===== src/fetch_config.svh =====
/*
 * Fetch front end configuration
 * Sizes of the fetch FIFO and request queue, and the denied execute regions
 */

`ifndef FETCH_CONFIG_SVH
`define FETCH_CONFIG_SVH

// Number of entries in the fetch FIFO
// New requests issue only while depth minus outstanding leaves room for them
`define FETCH_FIFO_DEPTH 3

// Maximum number of requests in flight on the instruction memory port
// The outstanding queue in the prefetch buffer is built for exactly two
`define FETCH_NUM_REQS 2

// Denied execute regions, as word aligned byte addresses
// The base is inclusive and the limit is exclusive
// A region whose limit is not above its base is disabled

// Region 0 covers eight words
`define PMP_R0_BASE  32'h0000_0100
`define PMP_R0_LIMIT 32'h0000_0120

// Region 1 covers eight words a little further up
`define PMP_R1_BASE  32'h0000_0180
`define PMP_R1_LIMIT 32'h0000_01a0

`endif


===== src/fetch_pkg.sv =====
/*
 * Fetch front end types
 * Packed structs for the core command, fetched entries and the memory port
 */

package fetch_pkg;

  // Command from the core
  // A set branch bit loads addr as the new fetch target
  typedef struct packed {
    logic        branch;
    logic [31:0] addr;
  } fetch_req_t;

  // One fetched word with the address it came from
  // err marks a bus error or a denied execute region
  typedef struct packed {
    logic [31:0] rdata;
    logic [31:0] addr;
    logic        err;
  } fetch_entry_t;

  // Address phase towards instruction memory
  typedef struct packed {
    logic        req;
    logic [31:0] addr;
  } imem_req_t;

  // Grant and data phase from instruction memory
  typedef struct packed {
    logic        gnt;
    logic        rvalid;
    logic        err;
    logic [31:0] rdata;
  } imem_rsp_t;

endpackage


===== src/fetch_fifo.sv =====
/*
 * Fetch FIFO
 * Holds returned words with their address and error until the core takes them
 * A word arriving while the FIFO is empty falls straight through to the output
 */

`include "fetch_config.svh"

module fetch_fifo
  import fetch_pkg::*;
(
  input  logic         clk_i,
  input  logic         rst_ni,

  // Flush on a branch
  input  logic         clear_i,

  // Push side from the prefetch buffer
  input  logic         in_valid_i,
  input  fetch_entry_t in_entry_i,
  output logic         in_ready_o,

  // Pop side towards the core
  output logic         out_valid_o,
  input  logic         out_ready_i,
  output fetch_entry_t out_entry_o
);

  localparam int unsigned DEPTH    = `FETCH_FIFO_DEPTH;
  localparam int unsigned NUM_REQS = `FETCH_NUM_REQS;
  localparam int unsigned CNT_W    = $clog2(DEPTH + 1);

  fetch_entry_t     entries_q [DEPTH];
  fetch_entry_t     entries_d [DEPTH];
  logic [CNT_W-1:0] count_q;
  logic [CNT_W-1:0] count_d;
  logic [CNT_W-1:0] wr_idx;
  logic             empty;
  logic             push_store;
  logic             pop_store;

  //////////////////////////////////////////////////
  // Output side
  //////////////////////////////////////////////////

  assign empty = (count_q == '0);

  // When empty the incoming word is presented directly
  assign out_entry_o = empty ? in_entry_i : entries_q[0];

  // Nothing is offered in a flush cycle since every word in it is stale
  assign out_valid_o = ~clear_i & (in_valid_i | ~empty);

  // Room for every request that could still be outstanding after a new issue
  // Requests already in flight are always accepted on the push side
  assign in_ready_o = (count_q <= CNT_W'(DEPTH - NUM_REQS));

  //////////////////////////////////////////////////
  // Storage update
  //////////////////////////////////////////////////

  // A stored word leaves when the core takes it
  assign pop_store = out_ready_i & ~empty;

  // A bypassed word taken in the same cycle never needs a slot
  assign push_store = in_valid_i & ~(empty & out_ready_i);

  // The new word lands just behind the last word that remains
  assign wr_idx = count_q - CNT_W'(pop_store);

  always_comb begin
    entries_d = entries_q;
    // Shift towards the head on a pop
    if (pop_store) begin
      for (int i = 0; i < DEPTH - 1; i++) begin
        entries_d[i] = entries_q[i + 1];
      end
    end
    if (push_store) begin
      entries_d[wr_idx] = in_entry_i;
    end
  end

  // Fill count moves by one in each direction and a flush empties it
  always_comb begin
    count_d = count_q + CNT_W'(push_store) - CNT_W'(pop_store);
    if (clear_i) begin
      count_d = '0;
    end
  end

  //////////////////////////////////////////////////
  // Registers
  //////////////////////////////////////////////////

  always_ff @(posedge clk_i or negedge rst_ni) begin
    if (!rst_ni) begin
      count_q <= '0;
    end else begin
      count_q <= count_d;
    end
  end

  always_ff @(posedge clk_i) begin
    entries_q <= entries_d;
  end

endmodule


===== src/fetch_pmp.sv =====
/*
 * Execute permission checker
 * Flags fetch addresses that fall inside one of two denied regions
 */

`include "fetch_config.svh"

module fetch_pmp (
  input  logic [31:0] addr_i,
  output logic        deny_o
);

  localparam logic [31:0] R0_BASE  = `PMP_R0_BASE;
  localparam logic [31:0] R0_LIMIT = `PMP_R0_LIMIT;
  localparam logic [31:0] R1_BASE  = `PMP_R1_BASE;
  localparam logic [31:0] R1_LIMIT = `PMP_R1_LIMIT;

  logic [31:0] addr_w;
  logic        r0_hit;
  logic        r1_hit;

  // A region only matches when it is enabled, that is when limit lies above base
  function automatic logic region_hit(input logic [31:0] base,
                                      input logic [31:0] limit,
                                      input logic [31:0] addr);
    logic enabled;
    enabled = limit > base;
    return enabled & (addr >= base) & (addr < limit);
  endfunction

  // Fetches are whole words so the byte offset plays no part
  assign addr_w = {addr_i[31:2], 2'b00};

  assign r0_hit = region_hit(R0_BASE, R0_LIMIT, addr_w);
  assign r1_hit = region_hit(R1_BASE, R1_LIMIT, addr_w);

  // Either region is enough to deny the fetch
  assign deny_o = r0_hit | r1_hit;

endmodule


===== src/fetch_unit.sv =====
/*
 * Instruction fetch front end
 * Joins the prefetch buffer and the execute permission checker
 */

module fetch_unit
  import fetch_pkg::*;
(
  input  logic         clk_i,
  input  logic         rst_ni,

  // Core side
  input  logic         req_i,
  input  fetch_req_t   cmd_i,
  input  logic         ready_i,
  output logic         valid_o,
  output fetch_entry_t entry_o,

  // Instruction memory side
  output imem_req_t    imem_req_o,
  input  imem_rsp_t    imem_rsp_i,

  output logic         busy_o
);

  // Address under check and its verdict, both in the same cycle
  logic [31:0] pmp_addr;
  logic        pmp_deny;

  prefetch_buffer i_prefetch_buffer (
    .clk_i      (clk_i),
    .rst_ni     (rst_ni),
    .req_i      (req_i),
    .cmd_i      (cmd_i),
    .ready_i    (ready_i),
    .valid_o    (valid_o),
    .entry_o    (entry_o),
    .pmp_addr_o (pmp_addr),
    .pmp_deny_i (pmp_deny),
    .imem_req_o (imem_req_o),
    .imem_rsp_i (imem_rsp_i),
    .busy_o     (busy_o)
  );

  // Checker sits beside the buffer on the request address path
  fetch_pmp i_fetch_pmp (
    .addr_i (pmp_addr),
    .deny_o (pmp_deny)
  );

endmodule


===== src/prefetch_buffer.sv =====
/*
 * Prefetch buffer
 * Issues sequential word fetches, tracks up to two outstanding requests,
 * drops responses overtaken by a branch and fills the fetch FIFO
 */

`include "fetch_config.svh"

module prefetch_buffer
  import fetch_pkg::*;
(
  input  logic         clk_i,
  input  logic         rst_ni,

  // Core side
  input  logic         req_i,
  input  fetch_req_t   cmd_i,
  input  logic         ready_i,
  output logic         valid_o,
  output fetch_entry_t entry_o,

  // Execute permission check of the current request address
  output logic [31:0]  pmp_addr_o,
  input  logic         pmp_deny_i,

  // Instruction memory side
  output imem_req_t    imem_req_o,
  input  imem_rsp_t    imem_rsp_i,

  output logic         busy_o
);

  localparam int unsigned NUM_REQS = `FETCH_NUM_REQS;

  logic                branch;
  logic [31:0]         target_addr;
  logic                new_req;
  logic                valid_req;
  logic                valid_req_q, valid_req_d;
  logic                discard_req_q, discard_req_d;
  logic                pmp_err_q, pmp_err_d;
  logic                bus_gnt, fake_gnt, gnt_or_pmp_err;
  logic                new_entry, new_abort;
  logic                rvalid_or_pmp_err;
  logic [31:0]         req_addr, held_addr_q;
  logic [31:0]         next_addr_q, next_addr_d;
  logic [31:0]         rsp_addr_q, rsp_addr_d;
  logic [NUM_REQS-1:0] out_q, out_n, out_d;
  logic [NUM_REQS-1:0] abort_q, abort_n, abort_d;
  logic [NUM_REQS-1:0] entry_err_q, entry_err_n, entry_err_d;
  logic                fifo_ready, fifo_valid;
  fetch_entry_t        fifo_entry;

  assign branch      = cmd_i.branch;
  assign target_addr = {cmd_i.addr[31:2], 2'b00};

  //////////////////////////////////////////////////
  // Requests
  //////////////////////////////////////////////////

  // Issue when the FIFO has room and the queue has a free slot
  // A branch flushes the FIFO so it does not wait for room there
  assign new_req   = req_i & ~valid_req_q & (fifo_ready | branch) & ~out_q[NUM_REQS-1];
  assign valid_req = valid_req_q | new_req;

  // An ungranted request keeps its address, even past a branch
  assign req_addr = valid_req_q ? held_addr_q :
                    branch      ? target_addr :
                                  next_addr_q;

  // Denied addresses never reach the bus
  assign pmp_addr_o      = req_addr;
  assign imem_req_o.req  = valid_req & ~pmp_deny_i;
  assign imem_req_o.addr = req_addr;

  // A denied request is held one cycle and then granted from the registered error
  assign bus_gnt        = imem_req_o.req & imem_rsp_i.gnt;
  assign fake_gnt       = valid_req_q & pmp_err_q;
  assign gnt_or_pmp_err = bus_gnt | fake_gnt;

  assign valid_req_d = valid_req & ~gnt_or_pmp_err;
  assign pmp_err_d   = valid_req_d & pmp_deny_i;

  // A held request overtaken by a branch still completes but its data is dropped
  assign new_abort     = valid_req_q & (branch | discard_req_q);
  assign discard_req_d = valid_req_d & new_abort;

  // The fetch address moves on as soon as a request goes out
  assign next_addr_d = (branch ? target_addr : next_addr_q) + (new_req ? 32'd4 : 32'd0);

  //////////////////////////////////////////////////
  // Outstanding request queue
  //////////////////////////////////////////////////

  assign new_entry = valid_req & gnt_or_pmp_err;

  // Slot 0 always holds the oldest request and a new one takes the first free slot
  for (genvar i = 0; i < NUM_REQS; i++) begin : g_slot
    logic land;
    if (i == 0) begin : g_first
      assign land = new_entry & ~out_q[0];
    end else begin : g_next
      assign land = new_entry & ~out_q[i] & out_q[i-1];
    end
    assign out_n[i]       = out_q[i] | land;
    // Every request in flight at a branch is marked for discard
    assign abort_n[i]     = (out_q[i] & (abort_q[i] | branch)) | (land & new_abort);
    assign entry_err_n[i] = (out_q[i] & entry_err_q[i]) | (land & fake_gnt);
  end

  // Faked requests complete on their own once they reach the head
  assign rvalid_or_pmp_err = out_q[0] & (imem_rsp_i.rvalid | entry_err_q[0]);

  // Shift towards slot 0 when the oldest request completes
  assign out_d       = rvalid_or_pmp_err ? {1'b0, out_n[NUM_REQS-1:1]} : out_n;
  assign abort_d     = rvalid_or_pmp_err ? {1'b0, abort_n[NUM_REQS-1:1]} : abort_n;
  assign entry_err_d = rvalid_or_pmp_err ? {1'b0, entry_err_n[NUM_REQS-1:1]} : entry_err_n;

  //////////////////////////////////////////////////
  // Response address and FIFO
  //////////////////////////////////////////////////

  // Surviving responses are consecutive words from the last branch target
  assign rsp_addr_d = branch     ? target_addr :
                      fifo_valid ? rsp_addr_q + 32'd4 :
                                   rsp_addr_q;

  assign fifo_valid       = rvalid_or_pmp_err & ~abort_q[0];
  assign fifo_entry.rdata = entry_err_q[0] ? 32'd0 : imem_rsp_i.rdata;
  assign fifo_entry.addr  = rsp_addr_q;
  assign fifo_entry.err   = entry_err_q[0] | imem_rsp_i.err;

  fetch_fifo i_fetch_fifo (
    .clk_i       (clk_i),
    .rst_ni      (rst_ni),
    .clear_i     (branch),
    .in_valid_i  (fifo_valid),
    .in_entry_i  (fifo_entry),
    .in_ready_o  (fifo_ready),
    .out_valid_o (valid_o),
    .out_ready_i (ready_i),
    .out_entry_o (entry_o)
  );

  assign busy_o = (|out_q) | valid_req;

  //////////////////////////////////////////////////
  // Registers
  //////////////////////////////////////////////////

  always_ff @(posedge clk_i or negedge rst_ni) begin
    if (!rst_ni) begin
      valid_req_q   <= 1'b0;
      discard_req_q <= 1'b0;
      pmp_err_q     <= 1'b0;
      out_q         <= '0;
      abort_q       <= '0;
      entry_err_q   <= '0;
      next_addr_q   <= '0;
      rsp_addr_q    <= '0;
    end else begin
      valid_req_q   <= valid_req_d;
      discard_req_q <= discard_req_d;
      pmp_err_q     <= pmp_err_d;
      out_q         <= out_d;
      abort_q       <= abort_d;
      entry_err_q   <= entry_err_d;
      next_addr_q   <= next_addr_d;
      rsp_addr_q    <= rsp_addr_d;
    end
  end

  // Captured whenever no request is held so it is ready if the grant is late
  always_ff @(posedge clk_i) begin
    if (!valid_req_q) begin
      held_addr_q <= req_addr;
    end
  end

endmodule


===== config.mk =====
export PLATFORM = sky130hd
export DESIGN_NAME = fetch_unit
export DESIGN_NICKNAME = d
export VERILOG_FILES = /design/src/fetch_pkg.sv /design/src/fetch_fifo.sv /design/src/fetch_pmp.sv /design/src/fetch_unit.sv /design/src/prefetch_buffer.sv
export VERILOG_INCLUDE_DIRS = /design/src
export SDC_FILE = /design/constraint.sdc
export NUM_CORES = 1
export LEC_CHECK = 0
export ABC_AREA = 0
export BUFFER_PORTS_ARGS = -buffer_cell sky130_fd_sc_hd__buf_2
export CORE_AREA = 5 5 160 162
export DETAILED_ROUTE_END_ITERATION = 8
export DIE_AREA = 0 0 165 167
export PLACE_DENSITY = 0.79
export RECOVER_POWER = 25
export REMOVE_ABC_BUFFERS = 1
export SKIP_CTS_REPAIR_TIMING = 1
export SLEW_MARGIN = 20
export SYNTH_ARGS = -nofsm -noshare
export SYNTH_HDL_FRONTEND = slang
export SYNTH_SLANG_ARGS = --single-unit

===== constraint.sdc =====
create_clock -name clk_i -period 4.6 [get_ports clk_i]
set_input_delay 0.23 -clock clk_i [delete_from_list [all_inputs] [get_ports clk_i]]
set_output_delay 0.23 -clock clk_i [all_outputs]
set_load 0.01 [all_outputs]

After elaboration in Yosys (flattened, before gate mapping)
Index checks and enable logic that the tools add are counted.
{"block": "classes", "addsub": 5, "magnitude_cmp": 7, "mux": 16, "bitwise_logic": 57, "reduce_logical": 4}
{"cell": "$bwmux W195", "n": 1}
{"cell": "$mux W195", "n": 1}
{"cell": "$mux W32", "n": 5}
{"cell": "$demux W65 S2", "n": 1}
{"cell": "$mux W130", "n": 1}
{"cell": "$mux W65", "n": 2}
{"cell": "$ge A32 B9 Y1 const B", "n": 2}
{"cell": "$lt A32 B9 Y1 const B", "n": 2}
{"cell": "$add A32 B3 Y32 const B", "n": 1}
{"cell": "$add A32 B32 Y32", "n": 1}
{"cell": "$and A1 B1 Y1", "n": 30}
{"cell": "$or A1 B1 Y1", "n": 17}
{"cell": "$not A1 Y1", "n": 9}
{"cell": "$mux W2", "n": 4}
{"cell": "$sub A2 B1 Y2", "n": 2}
{"cell": "$ge A3 B3 Y1 const B", "n": 1}
{"cell": "$lt A3 B1 Y1 const B", "n": 1}
{"cell": "$mux W3", "n": 1}
{"cell": "$not A2 Y3", "n": 1}
{"cell": "$add A2 B1 Y2", "n": 1}
{"cell": "$le A2 B1 Y1 const B", "n": 1}
{"cell": "$logic_not A2 Y1", "n": 1}
{"cell": "$reduce_bool A2 Y1", "n": 1}
{"cell": "$reduce_or A2 Y1", "n": 1}
{"cell": "$logic_and A1 B1 Y1", "n": 1}
{"block": "totals", "register_bits": 302, "output_inout_bits": 100, "wordCells": 108}

Logic depth before layout (Yosys ltp)
Gate-level depths: netlist (run 1).
{"block": "depth", "word_depth": 15, "depth_mapped": 17, "depth_no_buf": 12}

Hierarchy
Synthesis (run 1) repeated with hierarchy kept, for this count alone.
{"block": "unflattened", "cells_unflattened": 1187, "hier_area_um2": 14562.7}
{"module": "fetch_fifo", "instances": 1, "cells_per_inst": 583, "area_each_um2": 8632.0}
{"module": "prefetch_buffer", "instances": 1, "cells_per_inst": 594, "area_each_um2": 5859.4}
{"module": "fetch_pmp", "instances": 1, "cells_per_inst": 10, "area_each_um2": 71.3}

Worst setup path before layout (run 1)
OpenSTA, ideal clock, no wires.
{"block": "synth_path", "kind": "reg-to-reg", "start": "register i_prefetch_buffer.i_fetch_fifo.count_q[1]", "end": "register i_prefetch_buffer.i_fetch_fifo.entries_q[0] (netlist name) (enable)", "arrival_time_ns": 3.390, "required_time_ns": 4.172, "path_slack_ns": 0.782, "path_stages_with_launch": 10, "period_less_slack_ns": 3.818, "cell_sequence": "dfrtp_1 clkbuf_1 or2_2 clkbuf_1 nand2_1 inv_1 buf_2 buf_2 ha_1 and3_1"}
{"block": "synth_via", "elab_chain_cells": 4}
{"element": "start: declaration", "line": "fetch_fifo.sv:35", "source": "logic [CNT_W-1:0] count_q;"}
{"element": "start signal: assignment", "line": "fetch_fifo.sv:100", "source": "count_q <= count_d;"}
{"element": "$logic_not A2 Y1", "line": "fetch_fifo.sv:46", "source": "assign empty = (count_q == '0);"}
{"element": "$and A1 B1 Y1", "line": "fetch_fifo.sv:66", "source": "assign push_store = in_valid_i & ~(empty & out_ready_i);"}
{"element": "$not A1 Y1", "line": "fetch_fifo.sv:66"}
{"element": "$and A1 B1 Y1", "line": "fetch_fifo.sv:66"}
{"element": "end signal: assignment", "line": "fetch_fifo.sv:105", "source": "entries_q <= entries_d;"}
{"element": "end: declaration", "line": "fetch_fifo.sv:33", "source": "fetch_entry_t entries_q [DEPTH];"}
No other way between the ends.
A chain may end at the register's enable or synchronous reset.

==> results of run 1 <==
-- cells by family after synthesis --
kind of cell	count (synthesis)
compound gates	204
mux	180
fa+ha+maj	6
flops	298
simple gates	546
xor+xnor	63
buf+inv	105
-- through the flow --
step / cell area, um^2 / std cells / hold slack, ns
4_1_cts: 15800 / 1878 / -0.218
3_5_place_dp: 14700 / 1822 / 0.363
6_report: 16000 / 1901 / -0.0157
2_1_floorplan: 13300 / 1314 / -0.0656
3_3_place_gp: 14700 / 1822 / 0.358
5_1_grt: 16000 / 1901 / 0.000126
-- where the power goes --
part	internal, W	switching [W]	total, W
Combinational	0.00153	0.00219	0.00371
Sequential	0.00370	0.000457	0.00416
Clock	0.00157	0.000987	0.00256
Total	0.00680	0.00363	0.0104
-- final timing paths --
check                      slack (ns)                                             to                                    startpoint  cells after the start
setup / recovery                 0.64                                 imem_req_o[32]                 i_prefetch_buffer.valid_req_q                      8
max in group asynchronous        1.92              i_prefetch_buffer.next_addr_q[18]                                        rst_ni                      3
hold / removal                  -0.02               i_prefetch_buffer.rsp_addr_q[28]                                     cmd_i[28]                      3
setup reg to reg                 1.23                   i_prefetch_buffer.abort_q[0]                 i_prefetch_buffer.valid_req_q                      8
hold reg to reg                  0.45  i_prefetch_buffer.i_fetch_fifo.entries_q[132]  i_prefetch_buffer.i_fetch_fifo.entries_q[67]                      2
min in group asynchronous        0.76              i_prefetch_buffer.next_addr_q[22]                                        rst_ni                      2
-- layout make-up --
type	count	area, um^2
Antenna cell	1	2.50
Fill cell	1881	7960
Tap cell	324	405
Timing Repair Buffer	206	1180
Inverter	17	68.8
Clock buffer	48	951
Clock inverter	8	114
Sequential cell	298	7280
Multi-Input combinational cell	999	6000
-- layout by cell type, fill, tap and decap left out, drive strengths merged, types with 5 or more instances in the layout --
cell,synthesis,layout
a21oi,78,78
and2,9,9
and3,15,15
buf,20,182
clkbuf,68,50
clkinv,0,5
dfrtp,73,73
dfxtp,130,130
dlygate4sd3,0,22
edfxtp,95,95
ha,6,6
inv,17,17
mux2,41,41
mux2i,139,139
nand2,329,329
nand3,25,25
nand3b,5,5
nand4,7,7
nor2,89,89
nor2b,42,42
nor4,6,6
o21ai,110,110
xnor2,30,30
xor2,33,33
-- per-layer routing --
metal	up-vias	share of wire [%]	GRT usage, %
met5	-	0	0
met4	0	1.5	5.46
met3	38	6.8	3.48
met2	298	47	35.5
met1	4828	44	30.3
li1	5065	-	-
-- critical path: cells and delay by family (launching register included) --
kind | cells | cell delay, ns
simple gates | 4 | 0.94
buf+inv | 3 | 1.28
mux | 1 | 0.41
flops | 1 | 0.54
-- registers in the layout (all words and copies together), names as in the netlist --
| register | flops |
|---|---|
| i_prefetch_buffer.i_fetch_fifo.count_q | 2 |
| i_prefetch_buffer.pmp_err_q | 1 |
| i_prefetch_buffer.abort_q | 2 |
| i_prefetch_buffer.next_addr_q | 32 |
| i_prefetch_buffer.valid_req_q | 1 |
| i_prefetch_buffer.rsp_addr_q | 30 |
| i_prefetch_buffer.entry_err_q | 2 |
| i_prefetch_buffer.held_addr_q | 32 |
| i_prefetch_buffer.out_q | 2 |
| i_prefetch_buffer.i_fetch_fifo.entries_q | 193 |
| i_prefetch_buffer.discard_req_q | 1 |
==> run summary, run 1 <==
Timing analysis after detailed placement gives a worst setup slack of 1.34 ns. Across the VDD grid, the largest voltage drop is 523 uV. The number of global-route vias before repair was 9769. Cells fill 66.8% of the core in the end. The global-route wire length before repair was 49500 um; the number of top-level pins was 172. In this run the clock root is driven by a clkbuf_16.

For the worst-skew pair, the clock arrives at the later sink with an insertion delay of 0.55 ns. The tools report the max-capacitance violation count as 1. The mapped netlist covers 0.0137 mm^2. The layout overhead on the synthesized area works out to 16.6%. The xor/xnor cell area share of the yosys netlist works out to 4.02%. The power density over cell area was 652 mW/mm^2. The most used flip-flop cell after synthesis is dfxtp_1. The run gives 1 as the H-tree depth. The critical path startpoint category is a flip-flop.

The average instance in the mapped netlist occupies 9.79 um^2. TritonCTS built the clock tree. The kind of end point of the critical path is a primary output. The number of failing hold endpoints at the final stage was 2; the final-layout worst hold slack was -0.0157 ns. Setup repair after global routing left no endpoint under its margin. At the worst endpoint, the required time is 4.37 ns.

Sorting the synthesized cells by area gives the leading types as edfxtp_1 (21%), dfxtp_1 (19%), dfrtp_1 (13%). In the routed design, unresolved DRC markers number 0. For this design the static power due to leakage is 6.64 nW. The type of the most critical hold path is in2reg.

The combinational family with the most area after synthesis is simple AND/OR/NAND/NOR gates. The design draws 0.0104 W. From left edge to right edge, the die measures 165 um.

Total routed wirelength: 30600 um. Of all cell types, the one taking the most synthesized area is edfxtp_1. The average detailed-routed wire length per instance came out at 16.1 um. The routability congestion estimate from global placement was 0.818; the count of different cell masters after synthesis was 60. The clock passes through at most 3 buffers. The flow ran to the end, but the final reports show violations. Entering global routing, the biggest net connects 93 pins. Global routing consumed, over all layers together, 21.7% of the routing resources. Number of rows in the core area: 57. Critical setup path kind: reg2out. The count of nets left with antenna violations once routing finished came out at 0.

Final max-slew violation count: 34. In this run, synthesis produced a sequential element count of 298. For this run, the number of Yosys warnings is 0. The gate count of the mapped netlist is 1402. On the worst path, the slowest cell contributes a delay of 0.75 ns. For the number of setup violations in the final report, the log shows 0. Traced cell by cell, the critical path runs through inv_1 -> buf_4 -> mux2_2 -> nor4_1 -> and4b_1 -> nand2_1 -> and2_1 -> buf_2. Of the total synthesized cell area, the portion taken by AND, OR, NAND and NOR gates is 17.5%. After synthesis, the largest area contributor takes up 20.8% of total cell area. After Yosys synthesis, full adders, half adders and majority gates account for 0.547% of the synthesized area. For the pin with the worst max-slew slack, the measured transition is 1.95 ns. The logs give 298 for the total clock sinks and 0 for the aggregate global routing overflow.

The number of DRC markers after the initial detailed-route iteration is 791, and the effective utilization at floorplan is 57.3%. The number of antenna violations at the first check in global routing is 1. The die covers 0.0276 mm^2. Data on the critical path arrives at its endpoint at 3.73 ns.

Dividing the final minimum period by the clock period gives 86.1%. The worst setup slack after layout is 0.638 ns, and the mean number of vias per cell is 5.38. The achievable clock frequency was 0.252 GHz; the clock period minus final worst setup slack was 3.96 ns. Summing the sequential cell areas from Yosys gives 53.1% of the chip area.

The first detailed-routing pass took 5 iterations. Among all cell types in the netlist, the one instantiated most often is nand2_1. Measured against the total synthesized area, the mux share comes to 13.7%. The post-route netlist has 17.8% of its cells at a drive strength greater than 1. The half-perimeter wire length of the detailed placement result came out at 19900 um.

For the routed via count, the log shows 10200. The final reports fail on hold timing, capacitance limit, slew limit. The clock slew seen by the registers of the worst setup and hold paths is 0.06 ns. The number of enable-type register cells in the synthesized netlist is 95, and the largest fanout of any net on the critical path is 27. Buffers placed on the I/O ports in this run total 169. The slowest stage of the critical path is the inv_1 cell. The commonest cells after synthesis are nand2_1 (329), mux2i_1 (138), dfxtp_1 (130). After synthesis, the share of flip-flops with an asynchronous set or reset is 24.5%. TritonCTS created 30 clock buffers.

The synthesized netlist devotes 7.88% of its cell area to compound gates. The final layout contains 1630 nets. The height of the chip was 167 um; the placeable core region was 0.0240 mm^2. The worst clock skew was 0.0104 ns.

The aggregate negative setup slack was 0 ns; the headroom to the max-slew limit was -29.7%.
Note: power is estimated with default switching activity, not from simulation.
==> run 2, diff against run 1 <==
- CORE_AREA: 5 5 160 162 -> 5 5 192 194
- DIE_AREA: 0 0 165 167 -> 0 0 197 199
- MAX_ROUTING_LAYER: unset -> met4
- PLACE_DENSITY: 0.79 -> unset
==> run summary, run 2 (synthesized netlist as in run 1, its figures left out) <==
The final-stage net count is 1628 (-0.12%), and the combined global-route utilization of all metal layers is 16.9% (-4.8 points). The startpoint of the tightest hold check path is cmd_i[10]. The clock network fraction of total power is 25.5% (+1.0 points). The design internal power is 0.00691 W (+1.6%), and the detailed-route DRC error count is 0 (unchanged).

The worst reg-to-reg path cell count is 9 (+1). The layout filler cell count was 3403 (+81%). The largest registers in the layout are i_prefetch_buffer.i_fetch_fifo.entries_q (193), i_prefetch_buffer.held_addr_q (32), i_prefetch_buffer.next_addr_q (32). The final reports fail on hold timing, capacitance limit, slew limit. The count of buffer and inverter cells on the critical path is 3 (unchanged).

Instance count along the most critical hold path: 3 (unchanged). The tools report the register-to-register path setup slack as 1.39 ns (+0.16 ns). The number of failing hold endpoints at the final stage came out at 7 (+5). The clock slew seen by the registers of the worst setup and hold paths is 0.06 ns (about the same), and the number of buffers on the longest clock path is 3 (unchanged).

Cell area after layout: 0.0162 mm^2 (+1.5%). The kind of cell adding the most delay to the critical path was buffers and inverters. The clock buffer count from CTS is 34 (+13%). Critical path startpoint category: a flip-flop. The register with the most flip-flops was i_prefetch_buffer.i_fetch_fifo.entries_q. The register share of total power is 39.0% (-0.9 points), and the placed standard-cell area is 0.0150 mm^2 (+1.7%). Number of DRC markers after the initial detailed-route iteration: 525 (-34%). The critical path goes through inv_2 -> buf_4 -> a21oi_1 -> or4_1 -> nor3_1 -> nand2_1 -> and2_1 -> buf_2. Library cell contributing the largest single delay on the critical path: or4_1. The flow ran to the end, but the final reports show violations. The half-perimeter wire length of the detailed placement result is 21400 um (+7.4%). The post-route antenna net violation count is 0 (unchanged), and the number of top-level pins is 172 (unchanged). The worst clock skew was 0.0104 ns (-0.0000513 ns); the total routed wirelength was 33000 um (+7.7%). The headroom to the max-slew limit came out at -26.3% (+3.5 points). For the net switching power, the log shows 0.00373 W (+2.7%). Clock period minus final worst setup slack: 3.61 ns (-0.354 ns). The share of the clock period used by the worst path is 78.4% (-7.7 points), and the worst vdd rail ir drop is 490 uV (-6.3%). Setup repair after global routing left no endpoint under its margin.

The delay of the slowest cell on the worst path is 0.63 ns (-0.12 ns). The final-layout worst hold slack is -0.0142 ns (+0.00151 ns). The type of the most critical hold path is in2reg.

The tools report the number of antenna violations at the first check in global routing as 3 (+2). Most frequent standard cell in the layout excluding fill and tap cells: nand2_1. The aggregate global routing overflow was 0 (unchanged).

The height of the chip works out to 199 um (+19%). The tools report the cell at the root of the clock tree as clkbuf_16. Area of the die: 0.0392 mm^2 (+42%).

Layout overhead on the synthesized area: 18.4%. The tools report the hold-critical path endpoint as i_prefetch_buffer.rsp_addr_q[10]. The run gives 129 (+39%) as the largest net degree at the start of global routing. The total clock sinks came out at 298 (unchanged). The logs give 0 ns (unchanged) for the aggregate negative setup slack and 0.00601 mm^2 (+0.17%) for the total area of multi-input combinational cells. The clock latency of the later-clocked register in the worst-skew pair was 0.51 ns (-0.04 ns); the number of iterations in the first detailed-routing pass was 5 (unchanged). The routed via count is 10000 (-2.0%), and the achievable clock frequency is 0.277 GHz (+9.8%). The power density over cell area is 655 mW/mm^2 (+0.50%).

Number of rows in the core area: 69 (+21%). The routability congestion estimate from global placement was 0.820 (+0.23%). The logs give 1 (unchanged) for the max-capacitance violation count and 6.67 nW (+0.35%) for the reported leakage power. The run gives 2 (+1) as the H-tree depth. The overall power of the completed layout is 0.0106 W (+2.0%). The number of buffer cells added on primary ports is 169 (unchanged), and the number of global-route vias before repair is 9495 (-2.8%). The switching fraction of total power was 35.1% (+0.24 points); the largest fanout of any net on the critical path was 31 (+15%).

In this run the critical register-to-register path is captured at i_prefetch_buffer.i_fetch_fifo.entries_q[101]. Final max-slew violation count: 30 (-12%). The signal arrival time at the worst endpoint was 3.38 ns (-0.35 ns); the number of flip-flops under the largest register name was 193 (unchanged).

The die width is 197 um (+19%), and the pin slew with the least headroom to its limit is 1.89 ns (-0.0520 ns). Leaving out fill and tap cells, the most frequent cells in the layout are nand2_1 (329), buf_2 (167), mux2i_1 (138), dfxtp_1 (130), o21ai_0 (106). The startpoint identified for the worst register-to-register timing path is i_prefetch_buffer.i_fetch_fifo.count_q[1]. TritonCTS built the clock tree.

For the area occupied by registers, the log shows 0.00728 mm^2 (about the same). The mean number of vias per cell was 4.91 (-8.7%). The effective utilization at floorplan was 39.1% (-18 points). The global-route wire length before repair was 52400 um (+5.9%).

The setup path with the least slack is of type reg2out. The data required time of the worst path was 4.37 ns (about the same). The average detailed-routed wire length per instance works out to 16.2 um (+0.34%). STA classifies the critical path endpoint as a primary output. Number of setup violations in the final report: 0 (unchanged). The tools report the placeable core region as 0.0351 mm^2 (+46%). The run gives 35.5% (about the same) as the relative contribution of combinational cells to total power. Layout cell share with drive strength beyond 1: 18.5% (+0.70 points).
[run 2: per-layer routing]
| metal | vias up | routed length [um] | GRT usage [%] |
|---|---|---|---|
| met5 | - | 0 | - |
| met4 | 0 | 721 | 4.49 |
| met3 | 45 | 1420 | 2.64 |
| met2 | 203 | 15100 | 26.3 |
| met1 | 4704 | 15700 | 23.2 |
| li1 | 5070 | - | - |
[run 2: cell type report]
type,instances,area share (%)
diodes,3,0.0462
clock buffers,53,6.56
clock inverters,9,0.439
inverters,17,0.424
multi-input cells,999,37.0
flip-flops and latches,298,44.8
well taps,461,3.55
repair buffers,200,7.13
[run 2: tightest hold or removal path: stages]
cell and delay [ns]:
buf_2 0.11, nand2_1 0.05, o21ai_0 0.06
[run 2: power groups by stage]
stage / logic (W) / clock network (W) / registers, W
after CTS: 0.00383 / 0.00280 / 0.00416
after global routing: 0.00425 / 0.00290 / 0.00427
final: 0.00378 / 0.00271 / 0.00415
after floorplan: 0.00269 / 0 / 0.00408
after detailed placement: 0.00382 / 0 / 0.00420
after global placement: 0.00374 / 0 / 0.00417
[run 2: worst max path at each step]
stage               slack [ns]  cells past startpoint                                             to                                 startpoint
floorplan                -7.47                      6  i_prefetch_buffer.i_fetch_fifo.entries_q[130]  i_prefetch_buffer.i_fetch_fifo.count_q[1]
global placement          1.43                     12              i_prefetch_buffer.next_addr_q[24]                                  cmd_i[32]
detailed placement        1.43                      9                   i_prefetch_buffer.abort_q[0]                                  cmd_i[32]
CTS                       0.95                      8                                 imem_req_o[32]              i_prefetch_buffer.valid_req_q
global route              0.78                      8                                 imem_req_o[32]              i_prefetch_buffer.valid_req_q
finish                    0.99                      8                                 imem_req_o[32]              i_prefetch_buffer.valid_req_q
[run 2: metrics by stage]
step	setup slack, ns	utilization [%]	std cells
finish	0.992	46.3	2040
CTS	0.945	46.0	2025
floorplan	-7.47	-	1314
global route	0.775	46.3	2040
global placement	1.43	42.7	1963
detailed placement	1.43	42.7	1963
